==> src/hw/core_pkg.sv <==
package core_pkg;

    localparam int INSN_SIZE     = 16;
    localparam int INSN_COUNT    = 16;
    localparam int INSN_PTR_SIZE = 4;
    localparam int REG_SIZE      = 8;
    localparam int REG_COUNT     = 16;
    localparam int REG_PTR_SIZE  = 4;
    localparam int ADDR_SIZE     = 8;
    localparam int OP_SIZE       = 4;

    // opcodes, top nibble of the instruction
    localparam logic [OP_SIZE - 1 : 0] OP_NOP       = 4'd0;
    localparam logic [OP_SIZE - 1 : 0] OP_READY     = 4'd1;
    localparam logic [OP_SIZE - 1 : 0] OP_ADD       = 4'd2;
    localparam logic [OP_SIZE - 1 : 0] OP_SUB       = 4'd3;
    localparam logic [OP_SIZE - 1 : 0] OP_AND       = 4'd4;
    localparam logic [OP_SIZE - 1 : 0] OP_OR        = 4'd5;
    localparam logic [OP_SIZE - 1 : 0] OP_XOR       = 4'd6;
    localparam logic [OP_SIZE - 1 : 0] OP_LSHIFT    = 4'd7;
    localparam logic [OP_SIZE - 1 : 0] OP_RSHIFT    = 4'd8;
    localparam logic [OP_SIZE - 1 : 0] OP_CMPGE     = 4'd9;
    localparam logic [OP_SIZE - 1 : 0] OP_SET_CONST = 4'd10;
    localparam logic [OP_SIZE - 1 : 0] OP_LD        = 4'd11;
    localparam logic [OP_SIZE - 1 : 0] OP_ST        = 4'd12;

    // field offsets: op 15..12, src0 11..8, src1 7..4, dst 3..0
    localparam int SRC0_OFFSET  = 8;
    localparam int SRC1_OFFSET  = 4;
    localparam int DST_OFFSET   = 0;
    localparam int CONST_OFFSET = 0;

    // memory port enable codes
    localparam logic [1 : 0] EN_IDLE  = 2'd0;
    localparam logic [1 : 0] EN_READ  = 2'd1;
    localparam logic [1 : 0] EN_WRITE = 2'd2;

endpackage

==> src/hw/alu.sv <==
`timescale 1ns/1ns

module alu (
    input  logic [core_pkg::OP_SIZE - 1 : 0] op,
    input  logic [core_pkg::REG_SIZE - 1 : 0] a,
    input  logic [core_pkg::REG_SIZE - 1 : 0] b,
    output logic [core_pkg::REG_SIZE - 1 : 0] result
);

    logic [2 : 0] shamt;

    assign shamt = b[2 : 0];   // shifts use the low three bits only

    always_comb
    begin
        case (op)
            core_pkg::OP_ADD:
                result = a + b;
            core_pkg::OP_SUB:
                result = a - b;
            core_pkg::OP_AND:
                result = a & b;
            core_pkg::OP_OR:
                result = a | b;
            core_pkg::OP_XOR:
                result = a ^ b;
            core_pkg::OP_LSHIFT:
                result = a << shamt;
            core_pkg::OP_RSHIFT:
                result = a >> shamt;
            core_pkg::OP_CMPGE:
                result = (a >= b) ? core_pkg::REG_SIZE'(1) : '0;   // unsigned
            default:
                result = '0;
        endcase
    end

endmodule

==> src/hw/core.sv <==
`timescale 1ns/1ns

module core (
    input  logic clk,
    input  logic reset,
    input  logic init_r0_flag,
    input  logic [core_pkg::REG_SIZE - 1 : 0] init_r0_data,
    input  logic [core_pkg::INSN_COUNT * core_pkg::INSN_SIZE - 1 : 0] insn_data,
    input  logic start,
    output logic ready,
    input  logic [core_pkg::REG_SIZE - 1 : 0] rd_data,
    input  logic ready_sig,
    output logic [core_pkg::REG_SIZE - 1 : 0] wr_data,
    output logic [core_pkg::ADDR_SIZE - 1 : 0] addr,
    output logic [1 : 0] enable
);

    localparam int IW = core_pkg::INSN_SIZE;
    localparam int RW = core_pkg::REG_SIZE;
    localparam int PW = core_pkg::REG_PTR_SIZE;
    localparam logic [IW - 1 : 0] NOP_INSN = {core_pkg::OP_NOP, {(IW - core_pkg::OP_SIZE){1'b0}}};

    typedef enum logic [1 : 0] {MS_IDLE, MS_REQ, MS_DROP} mem_state_t;

    function automatic logic [core_pkg::OP_SIZE - 1 : 0] op_of(input logic [IW - 1 : 0] insn);
        return insn[IW - 1 -: core_pkg::OP_SIZE];
    endfunction

    function automatic logic is_f1(input logic [core_pkg::OP_SIZE - 1 : 0] op);
        return op inside {core_pkg::OP_ADD, core_pkg::OP_SUB, core_pkg::OP_AND, core_pkg::OP_OR,
                          core_pkg::OP_XOR, core_pkg::OP_LSHIFT, core_pkg::OP_RSHIFT,
                          core_pkg::OP_CMPGE};
    endfunction

    function automatic logic writes_reg(input logic [IW - 1 : 0] insn);
        logic [core_pkg::OP_SIZE - 1 : 0] op;
        op = op_of(insn);
        return is_f1(op) || op == core_pkg::OP_LD || op == core_pkg::OP_SET_CONST;
    endfunction

    function automatic logic [PW - 1 : 0] dst_of(input logic [IW - 1 : 0] insn);
        if (op_of(insn) == core_pkg::OP_SET_CONST)
            return insn[core_pkg::SRC0_OFFSET +: PW];   // SET_CONST writes src0
        return insn[core_pkg::DST_OFFSET +: PW];
    endfunction

    // does later stage insn 'other' write a register that 'insn' reads
    function automatic logic raw_hit(input logic [IW - 1 : 0] insn, input logic [IW - 1 : 0] other);
        logic [core_pkg::OP_SIZE - 1 : 0] op;
        logic uses0;
        logic uses1;
        op    = op_of(insn);
        uses0 = is_f1(op) || op == core_pkg::OP_LD || op == core_pkg::OP_ST;
        uses1 = is_f1(op) || op == core_pkg::OP_ST;
        return writes_reg(other) &&
               ((uses0 && insn[core_pkg::SRC0_OFFSET +: PW] == dst_of(other)) ||
                (uses1 && insn[core_pkg::SRC1_OFFSET +: PW] == dst_of(other)));
    endfunction

    logic [IW - 1 : 0] fd_insn, dx_insn, xm_insn, mw_insn;
    logic [RW - 1 : 0] dx_a, dx_b, xm_a, xm_b, xm_val, mw_val;
    logic [RW - 1 : 0] rf_data0, rf_data1, alu_result, mem_rd_q;
    logic [core_pkg::OP_SIZE - 1 : 0] xm_op;
    mem_state_t ms_state;
    logic hazard, xm_mem, mem_hold, retire;

    assign hazard   = raw_hit(fd_insn, dx_insn) || raw_hit(fd_insn, xm_insn) ||
                      raw_hit(fd_insn, mw_insn);
    assign xm_op    = op_of(xm_insn);
    assign xm_mem   = xm_op == core_pkg::OP_LD || xm_op == core_pkg::OP_ST;
    assign mem_hold = xm_mem && !(ms_state == MS_DROP && !ready_sig);
    assign retire   = op_of(mw_insn) == core_pkg::OP_READY;

    insn_fetch insn_fetch_i (
        .clk       (clk),
        .reset     (reset),
        .start     (start),
        .insn_data (insn_data),
        .stall     (hazard | mem_hold),
        .retire    (retire),
        .ready     (ready),
        .fd_insn   (fd_insn)
    );

    reg_file reg_file_i (
        .clk          (clk),
        .reset        (reset),
        .rd_ptr0      (fd_insn[core_pkg::SRC0_OFFSET +: PW]),
        .rd_ptr1      (fd_insn[core_pkg::SRC1_OFFSET +: PW]),
        .rd_data0     (rf_data0),
        .rd_data1     (rf_data1),
        .wr_en        (writes_reg(mw_insn)),
        .wr_ptr       (dst_of(mw_insn)),
        .wr_data      (mw_val),
        .init_r0      (start & ready & init_r0_flag),
        .init_r0_data (init_r0_data)
    );

    alu alu_i (
        .op     (op_of(dx_insn)),
        .a      (dx_a),
        .b      (dx_b),
        .result (alu_result)
    );

    always_ff @(posedge clk)
    begin
        if (reset)
        begin
            dx_insn <= NOP_INSN;
            xm_insn <= NOP_INSN;
            mw_insn <= NOP_INSN;
        end
        else
        begin
            if (!mem_hold)
            begin
                dx_insn <= hazard ? NOP_INSN : fd_insn;   // bubble on interlock
                xm_insn <= dx_insn;
            end
            mw_insn <= mem_hold ? NOP_INSN : xm_insn;
        end
    end

    // operand and result payload
    always_ff @(posedge clk)
    begin
        if (!mem_hold)
        begin
            dx_a   <= rf_data0;
            dx_b   <= rf_data1;
            xm_a   <= dx_a;
            xm_b   <= dx_b;
            xm_val <= (op_of(dx_insn) == core_pkg::OP_SET_CONST) ?
                      dx_insn[core_pkg::CONST_OFFSET +: RW] : alu_result;
        end
        mw_val <= (xm_op == core_pkg::OP_LD) ? mem_rd_q : xm_val;
    end

    // four-phase master
    always_ff @(posedge clk)
    begin
        if (reset)
        begin
            ms_state <= MS_IDLE;
            enable   <= core_pkg::EN_IDLE;
        end
        else
        begin
            case (ms_state)
                MS_IDLE:
                    if (xm_mem)
                    begin
                        enable   <= (xm_op == core_pkg::OP_ST) ? core_pkg::EN_WRITE :
                                                                 core_pkg::EN_READ;
                        ms_state <= MS_REQ;
                    end
                MS_REQ:
                    if (ready_sig)
                    begin
                        enable   <= core_pkg::EN_IDLE;
                        ms_state <= MS_DROP;
                    end
                MS_DROP:
                    if (!ready_sig)
                        ms_state <= MS_IDLE;   // ack gone, next request allowed
                default:
                    ms_state <= MS_IDLE;
            endcase
        end
    end

    always_ff @(posedge clk)
    begin
        if (ms_state == MS_REQ && ready_sig)
            mem_rd_q <= rd_data;
    end

    assign addr    = xm_a;   // held steady by the stall
    assign wr_data = xm_b;

endmodule

==> src/hw/insn_fetch.sv <==
`timescale 1ns/1ns

module insn_fetch (
    input  logic clk,
    input  logic reset,
    input  logic start,
    input  logic [core_pkg::INSN_COUNT * core_pkg::INSN_SIZE - 1 : 0] insn_data,
    input  logic stall,
    input  logic retire,
    output logic ready,
    output logic [core_pkg::INSN_SIZE - 1 : 0] fd_insn
);

    localparam logic [core_pkg::INSN_SIZE - 1 : 0] NOP_INSN =
        {core_pkg::OP_NOP, {(core_pkg::INSN_SIZE - core_pkg::OP_SIZE){1'b0}}};
    localparam logic [core_pkg::INSN_SIZE - 1 : 0] READY_INSN =
        {core_pkg::OP_READY, {(core_pkg::INSN_SIZE - core_pkg::OP_SIZE){1'b0}}};
    localparam logic [core_pkg::INSN_PTR_SIZE - 1 : 0] LAST_SLOT =
        core_pkg::INSN_PTR_SIZE'(core_pkg::INSN_COUNT - 1);

    logic [core_pkg::INSN_SIZE - 1 : 0] insn_mem [core_pkg::INSN_COUNT];
    logic [core_pkg::INSN_PTR_SIZE - 1 : 0] insn_ptr;
    logic tail;    // last slot issued, READY comes next
    logic block;   // nothing left to fetch
    logic load;

    assign load = start & ready;

    always_ff @(posedge clk)
    begin
        if (load)
        begin
            for (int i = 0; i < core_pkg::INSN_COUNT; i++)
                insn_mem[i] <= insn_data[i * core_pkg::INSN_SIZE +: core_pkg::INSN_SIZE];
        end
    end

    always_ff @(posedge clk)
    begin
        if (reset)
        begin
            insn_ptr <= '0;
            tail     <= 1'b0;
            block    <= 1'b1;
            ready    <= 1'b1;
            fd_insn  <= NOP_INSN;
        end
        else if (load)
        begin
            insn_ptr <= '0;
            tail     <= 1'b0;
            block    <= 1'b0;
            ready    <= 1'b0;
            fd_insn  <= NOP_INSN;
        end
        else
        begin
            if (retire)
                ready <= 1'b1;
            if (!stall)
            begin
                if (block)
                    fd_insn <= NOP_INSN;
                else if (tail)
                begin
                    fd_insn <= READY_INSN;   // end of program marker
                    block   <= 1'b1;
                end
                else
                begin
                    fd_insn  <= insn_mem[insn_ptr];
                    insn_ptr <= insn_ptr + 1'b1;
                    if (insn_ptr == LAST_SLOT)
                        tail <= 1'b1;
                end
            end
        end
    end

endmodule

==> src/hw/reg_file.sv <==
`timescale 1ns/1ns

module reg_file (
    input  logic clk,
    input  logic reset,
    input  logic [core_pkg::REG_PTR_SIZE - 1 : 0] rd_ptr0,
    input  logic [core_pkg::REG_PTR_SIZE - 1 : 0] rd_ptr1,
    output logic [core_pkg::REG_SIZE - 1 : 0] rd_data0,
    output logic [core_pkg::REG_SIZE - 1 : 0] rd_data1,
    input  logic wr_en,
    input  logic [core_pkg::REG_PTR_SIZE - 1 : 0] wr_ptr,
    input  logic [core_pkg::REG_SIZE - 1 : 0] wr_data,
    input  logic init_r0,
    input  logic [core_pkg::REG_SIZE - 1 : 0] init_r0_data
);

    logic [core_pkg::REG_SIZE - 1 : 0] regs [core_pkg::REG_COUNT];

    always_ff @(posedge clk)
    begin
        if (reset)
        begin
            for (int i = 0; i < core_pkg::REG_COUNT; i++)
                regs[i] <= '0;
        end
        else if (init_r0)
            regs[0] <= init_r0_data;   // only while the core is idle
        else if (wr_en)
            regs[wr_ptr] <= wr_data;
    end

    // same-cycle write shows through to the readers
    assign rd_data0 = (wr_en && wr_ptr == rd_ptr0) ? wr_data : regs[rd_ptr0];
    assign rd_data1 = (wr_en && wr_ptr == rd_ptr1) ? wr_data : regs[rd_ptr1];

endmodule

==> config.mk <==
export PLATFORM = sky130hd
export DESIGN_NAME = core
export DESIGN_NICKNAME = d
export VERILOG_FILES = /design/src/hw/core_pkg.sv /design/src/hw/alu.sv /design/src/hw/core.sv /design/src/hw/insn_fetch.sv /design/src/hw/reg_file.sv
export SDC_FILE = /design/constraint.sdc
export NUM_CORES = 1
export LEC_CHECK = 0
export BUFFER_PORTS_ARGS = -buffer_cell sky130_fd_sc_hd__buf_4
export CAP_MARGIN = 5
export CORE_MARGIN = 1
export CORE_UTILIZATION = 25
export DETAILED_ROUTE_END_ITERATION = 6
export PLACE_DENSITY_LB_ADDON = 0.08
export SYNTH_ARGS = -nofsm -noshare
export SYNTH_HDL_FRONTEND = slang
export SYNTH_SLANG_ARGS = --single-unit
==> constraint.sdc <==
create_clock -name clk -period 11.3 [get_ports clk]
set_input_delay 1.13 -clock clk [delete_from_list [all_inputs] [get_ports clk]]
set_output_delay 1.13 -clock clk [all_outputs]
set_load 0.01 [all_outputs]
==> out/qor.yml, run 1 <==
run_status: "completed"
antenna_found_initial: 7
period_minus_slack_ns: 3.82
crit_start: "mw_insn[14]"
ctsResizeCount: 0
vias: 14100
hp-start: "xm_val[2]"
nFillCells: 9279
worst-path-max-fanout: 19
critical_path.reg2reg.endpoint: "dx_insn[7]"
ys.flop_type: "edfxtp_1"
htreeDepth: 2
drc: 0
path_buf_inv: 0
grt_pass1_vias: 14700
area_delta_synth_final_pct: 23.6
clk_latency_ns: 0.66
core_area_sq_mm: 0.0935
whs_ns: 0.471
synth_seq_cells: 519
synth_edf_count: 432
pwr_density_cell_mw_per_mm2: 161
period_share_pct: 33.8
netlist_instances: 1479
worstHoldEndpoint: "mw_val[2]"
final_cell_mix: "edfxtp_1 (432), buf_4 (316), mux4_2 (168)"
start_util_pct: 25.3
timing.final.hold_violations: 0
die_area_sq_mm: 0.0957
max_cap_viol_count: 0
grt_pass1_wl_um: 106000
path_delay_family: "simple AND/OR/NAND/NOR gates"
cts_buffers: 61
register_area_sq_mm: 0.0147
total_power_uw: 4710
dpl.hpwl_um: 52300
path_clk_slew_ns: 0.06
grt_max_degree: 79
timing.rr.start: "mw_insn[14]"
grt.overflow.total: 0
io_buffers: 295
ir_drop_mv: 0.110
worstMarginPinSlew_ns: 1.21
ant_nets: 0
die_y_um: 309
die_w_um: 309
cts_root_buf: "clkbuf_16"
cts_setup_buffers: 0
cts_tree: "yes"
path_class: "register to register"
num_rows: 112
async_flop_share_pct: 0
hp-class: "register to register"
syn_nets: 1784
setup_viol: 0
placed_area_sq_mm: 0.0272
hold_depth: 1
multi_input_area_sq_mm: 0.00841
clock-sinks: 519
seq_area_frac_synth_pct: 62.3
cts_hold_buf: 0
critical-path-max-stage-delay_ns: 0.75
wl_per_cell_um: 23.8
crit_chain: "nand4bb_1 -> mux2i_4 -> xnor2_1 -> nor4_4 -> a21o_1 -> nor3_4 -> a22o_1"
critical_path_depth: 7
synth_warnings: 0
relSlewSlack_pct: 19.5
final.setup.tns_ns: 0
fin_area_sq_mm: 0.0292
final_common_cell: "edfxtp_1"
avgSynthCellArea_sq_um: 16.0
worst_clock_skew_ns: 0.0227
drive_above_1_share_pct: 35.2
syn_area_sq_mm: 0.0236
initialDrtViolationCount: 960
gp_congestion: 0.805
worstSetupStartpointType: "register"
crit_required_ns: 11.83
cp_slowest_cell: "nand4bb_1"
grt_usage_pct: 15.4
leakage_uw: 0.0103
fmax_mhz: 262
synth.distinct_cells: 77
ff2ff_path_depth: 7
clock_path_buffers: 3
drv_slew: 0
viasPerCell: 4.58
rsz0062_at_grt: "false"
cp.arrival_ns: 4.35
critPathCaptureType: "register"
io_pins: 296
dr.pass1.iters: 5
wl_um: 73200
final_nets: 2075
rrSetupSlack_ns: 7.48
==> through the flow <==
| step | utilization, % | instances | setup WS [ns] |
|---|---|---|---|
| 6_report | 31.2 | 3073 | 7.48 |
| 5_1_grt | 31.2 | 3072 | 7.19 |
| 4_1_cts | 31.2 | 3071 | 7.43 |
| 3_5_place_dp | 29.1 | 2961 | 7.21 |
| 3_3_place_gp | 29.1 | 2961 | 7.32 |
| 2_1_floorplan | - | 1479 | 1.03 |
==> sequential cells by signal, summed over array words and instances, names as in the netlist, 12 cells and up, named ones only <==
register and count:
mw_insn 12, insn_fetch_i.insn_mem 256, insn_fetch_i.fd_insn 16, dx_insn 16
xm_insn 12, reg_file_i.regs 128
==> routing by layer <==
layer	wire length (um)	global-route usage, %
met4	1420	3.86
met3	5190	4.35
met1	32700	20.6
met5	87	0
met2	33800	24.3
==> cell families after synthesis <==
| family | Yosys count | synth area share, % |
|---|---|---|
| flops | 519 | 62.3 |
| fa+ha+maj | 28 | 1.55 |
| compound gates | 190 | 5.76 |
| simple gates | 375 | 8.81 |
| mux | 222 | 18.6 |
| xor+xnor | 22 | 0.816 |
| buf+inv | 123 | 2.16 |
==> where the power goes <==
part	switching [uW]	internal [uW]
clock	819	1150
sequential	112	2190
combinational	206	220
total	1140	3570
==> cell type report <==
type | count | area share [%]
diodes | 2 | 0.0171
multi-input cells | 837 | 28.8
clock inverters | 37 | 1.38
inverters | 35 | 0.450
repair buffers | 316 | 8.12
well taps | 1254 | 5.37
flip-flops and latches | 519 | 50.4
clock buffers | 73 | 5.42
==> cell usage after synthesis, types with 4 or more instances <==
cell	number	share of area [%]
edfxtp_1	432	55
mux4_2	168	16
and2_1	134	3.5
dfxtp_1	87	7.4
nand2_1	66	1.0
clkbuf_1	57	0.91
nor2_1	53	0.84
a21oi_1	42	0.89
inv_1	34	0.54
nor3_1	30	0.64
ha_1	26	1.4
mux2_2	26	1.2
a22o_1	25	0.93
o21ai_0	25	0.53
mux2i_1	24	1.0
buf_1	18	0.29
or2_2	16	0.42
a31o_1	15	0.56
nor2b_1	14	0.37
nand3_1	13	0.28
xnor2_1	13	0.48
nand2b_1	11	0.29
xor2_1	9	0.33
a31oi_1	8	0.21
nor3b_1	7	0.22
buf_2	6	0.13
nor4_1	6	0.16
o21bai_1	6	0.19
a211oi_1	5	0.16
a22oi_1	5	0.16
o2111ai_1	5	0.19
o22ai_1	5	0.13
a21o_1	4	0.13
buf_6	4	0.19
nand3b_1	4	0.13
o211ai_1	4	0.13
o21ai_1	4	0.085
o221ai_1	4	0.15
o311ai_0	4	0.15
==> worst register-to-register path, delay by kind of cell, from the launching register on <==
family | cells | cell delay, ns
flip-flops | 1 | 0.34
XOR/XNOR | 1 | 0.19
AND/OR/NAND/NOR | 3 | 1.73
multiplexers | 1 | 0.48
AO/OA/AOI/OAI | 2 | 0.97
==> worst max-delay path by stage <==
stage / to / slack (ns)
CTS: insn_fetch_i.insn_ptr[1] / 7.43
global route: dx_insn[7] / 7.19
detailed placement: insn_fetch_i.insn_mem[1][12] / 7.21
global placement: insn_fetch_i.insn_mem[6][3] / 7.32
floorplan: reg_file_i.regs[12][0] / 1.03
finish: dx_insn[7] / 7.48
(Power assumes the default switching activity.)
==> run 2: changes to the inputs <==
==> constraint.sdc (replaced) <==
create_clock -name clk -period 3.2 [get_ports clk]
set_input_delay 0.32 -clock clk [delete_from_list [all_inputs] [get_ports clk]]
set_output_delay 0.32 -clock clk [all_outputs]
set_load 0.01 [all_outputs]
==> out/qor.yml, run 2 (synthesis results as in run 1) <==
setup_ws_ns: 0.219
io_buffers: 295
grt_pass1_wl_um: 110000
relSlewSlack_pct: 24.0
crit_required_ns: 3.70
hp-class: "input pin to register"
drc: 0
clk_latency_ns: 0.62
setup_viol: 0
timing.final.hold_violations: 0
crit_start: "dx_insn[14]"
multi_input_area_sq_mm: 0.00841
period_minus_slack_ns: 2.98
max_cap_viol_count: 0
path_delay_family: "compound AO/OA/AOI/OAI gates"
run_status: "completed"
path_buf_inv: 1
htreeDepth: 3
grt_pass1_vias: 16400
pwr_density_cell_mw_per_mm2: 538
path_clk_slew_ns: 0.06
period_share_pct: 93.2
cp_slowest_cell: "a2111oi_4"
netSwitchingFraction_pct: 24.4
wl_um: 74700
p_sw_uw: 4280
start_util_pct: 25.3
io_pins: 296
die_y_um: 309
register_area_sq_mm: 0.0147
clock_path_buffers: 3
die_area_sq_mm: 0.0957
antenna_found_initial: 6
cts_tree: "yes"
vias: 15300
worstMarginPinSlew_ns: 1.14
final_common_cell: "edfxtp_1"
clock-sinks: 519
critical-path-max-stage-delay_ns: 0.59
dpl.hpwl_um: 52800
area_delta_synth_final_pct: 38.0
seqPwrFrac_pct: 45.9
leakage_uw: 0.0118
timing.rr.start: "dx_insn[14]"
p_clk_share_pct: 43.3
gp_congestion: 0.816
rsz0062_at_grt: "false"
combPwrFrac_pct: 10.8
grt.overflow.total: 0
viasPerCell: 4.49
crit_chain: "nand4bb_1 -> mux2i_1 -> xnor2_1 -> a2111oi_1 -> buf_4 -> a2111oi_4 -> nand2_2 -> a31o_1"
worst-path-max-fanout: 15
nFillCells: 9081
cp.arrival_ns: 3.48
dr.pass1.iters: 5
rrSetupSlack_ns: 0.22
final_nets: 2399
critPathCaptureType: "register"
largest_register: "insn_fetch_i.insn_mem"
core_area_sq_mm: 0.0935
path_class: "register to register"
ir_drop_mv: 0.387
grt_max_degree: 156
grt_usage_pct: 15.7
largest_reg_flops: 256
final.setup.tns_ns: 0
dp_slack_ns: 0.266
die_w_um: 309
initialDrtViolationCount: 1100
hp-start: "reset"
worstSetupStartpointType: "register"
final_cell_mix: "edfxtp_1 (432), buf_4 (354), dlygate4sd3_1 (273)"
num_rows: 112
reg_top3: "insn_fetch_i.insn_mem: 256 flops, reg_file_i.regs: 128 flops"
fmax_mhz: 335
internal_power_uw: 13300
cts_root_buf: "clkbuf_16"
cts_buffers: 67
worst_clock_skew_ns: 0.0240
drv_slew: 0
ant_nets: 0
wl_per_cell_um: 21.9
drive_above_1_share_pct: 32.5
ctsResizeCount: 0
## run 2: cell count changes in the layout (fill, tap and decap cells not counted), moves of 5 or more
| cell | delta |
|---|---|
| clkinv_2 | +5 |
| buf_12 | +7 |
| buf_4 | +38 |
| dlygate4sd3_1 | +273 |
| diode_2 | +10 |
| clkbuf_1 | +6 |
| clkbuf_16 | +7 |
| clkinv_1 | -7 |
## run 2: layout make-up
| class | instances | share of cell area (%) |
|---|---|---|
| Timing Repair Buffer | 634 | 17.0 |
| Clock inverter | 34 | 1.24 |
| Antenna cell | 12 | 0.0921 |
| Clock buffer | 87 | 5.50 |
| Multi-Input combinational cell | 837 | 25.8 |
| Tap cell | 1254 | 4.81 |
| Inverter | 35 | 0.403 |
| Sequential cell | 519 | 45.2 |
## run 2: worst paths after layout
path	endpoint	depth (start not counted)
worst max-delay path	insn_fetch_i.fd_insn[10]	8
worst min-delay path	xm_insn[8]	3
worst max register to register	insn_fetch_i.fd_insn[10]	8
worst min register to register	mw_val[2]	1
## run 2: timing repair
action | 4_1_cts | 5_1_grt
buffers inserted | 0 | 0
hold buffers | 273 | 0
endpoints found under the hold margin | 273 | 0
## run 2: routing by layer
metal	up-vias	global-route usage, %	routed length [um]
met5	-	0	0
met4	0	4.52	1650
met3	85	3.32	3710
met2	413	26.1	36200
met1	7715	20.6	33200
li1	7099	-	-
## run 2: through the flow
| stage | util [%] | total power [uW] | hold WS (ns) | area, sq um | cells |
|---|---|---|---|---|---|
| finish | 34.9 | 17500 | 0.250 | 32600 | 3412 |
| floorplan | - | 8950 | 0.419 | 23600 | 1479 |
| global placement | 29.6 | 9840 | 0.467 | 27600 | 3006 |
| global route | 34.8 | 18200 | 0.236 | 32600 | 3406 |
| detailed placement | 29.6 | 9850 | 0.472 | 27600 | 3006 |
| CTS | 34.8 | 17900 | 0.197 | 32600 | 3400 |
## run 2: worst reg2reg max path, delay by kind of cell (launching register included)
kind,cells,cell delay [ns]
xor+xnor,1,0.16
buf+inv,1,0.16
mux,1,0.38
flops,1,0.33
simple gates,2,0.83
compound gates,3,1.02
## run 2: power groups by stage
stage | clock network, uW | logic (uW) | registers, uW
global placement | 0 | 1640 | 8200
floorplan | 0 | 934 | 8020
global route | 8070 | 2050 | 8110
detailed placement | 0 | 1640 | 8210
finish | 7590 | 1900 | 8060
CTS | 7860 | 1930 | 8070
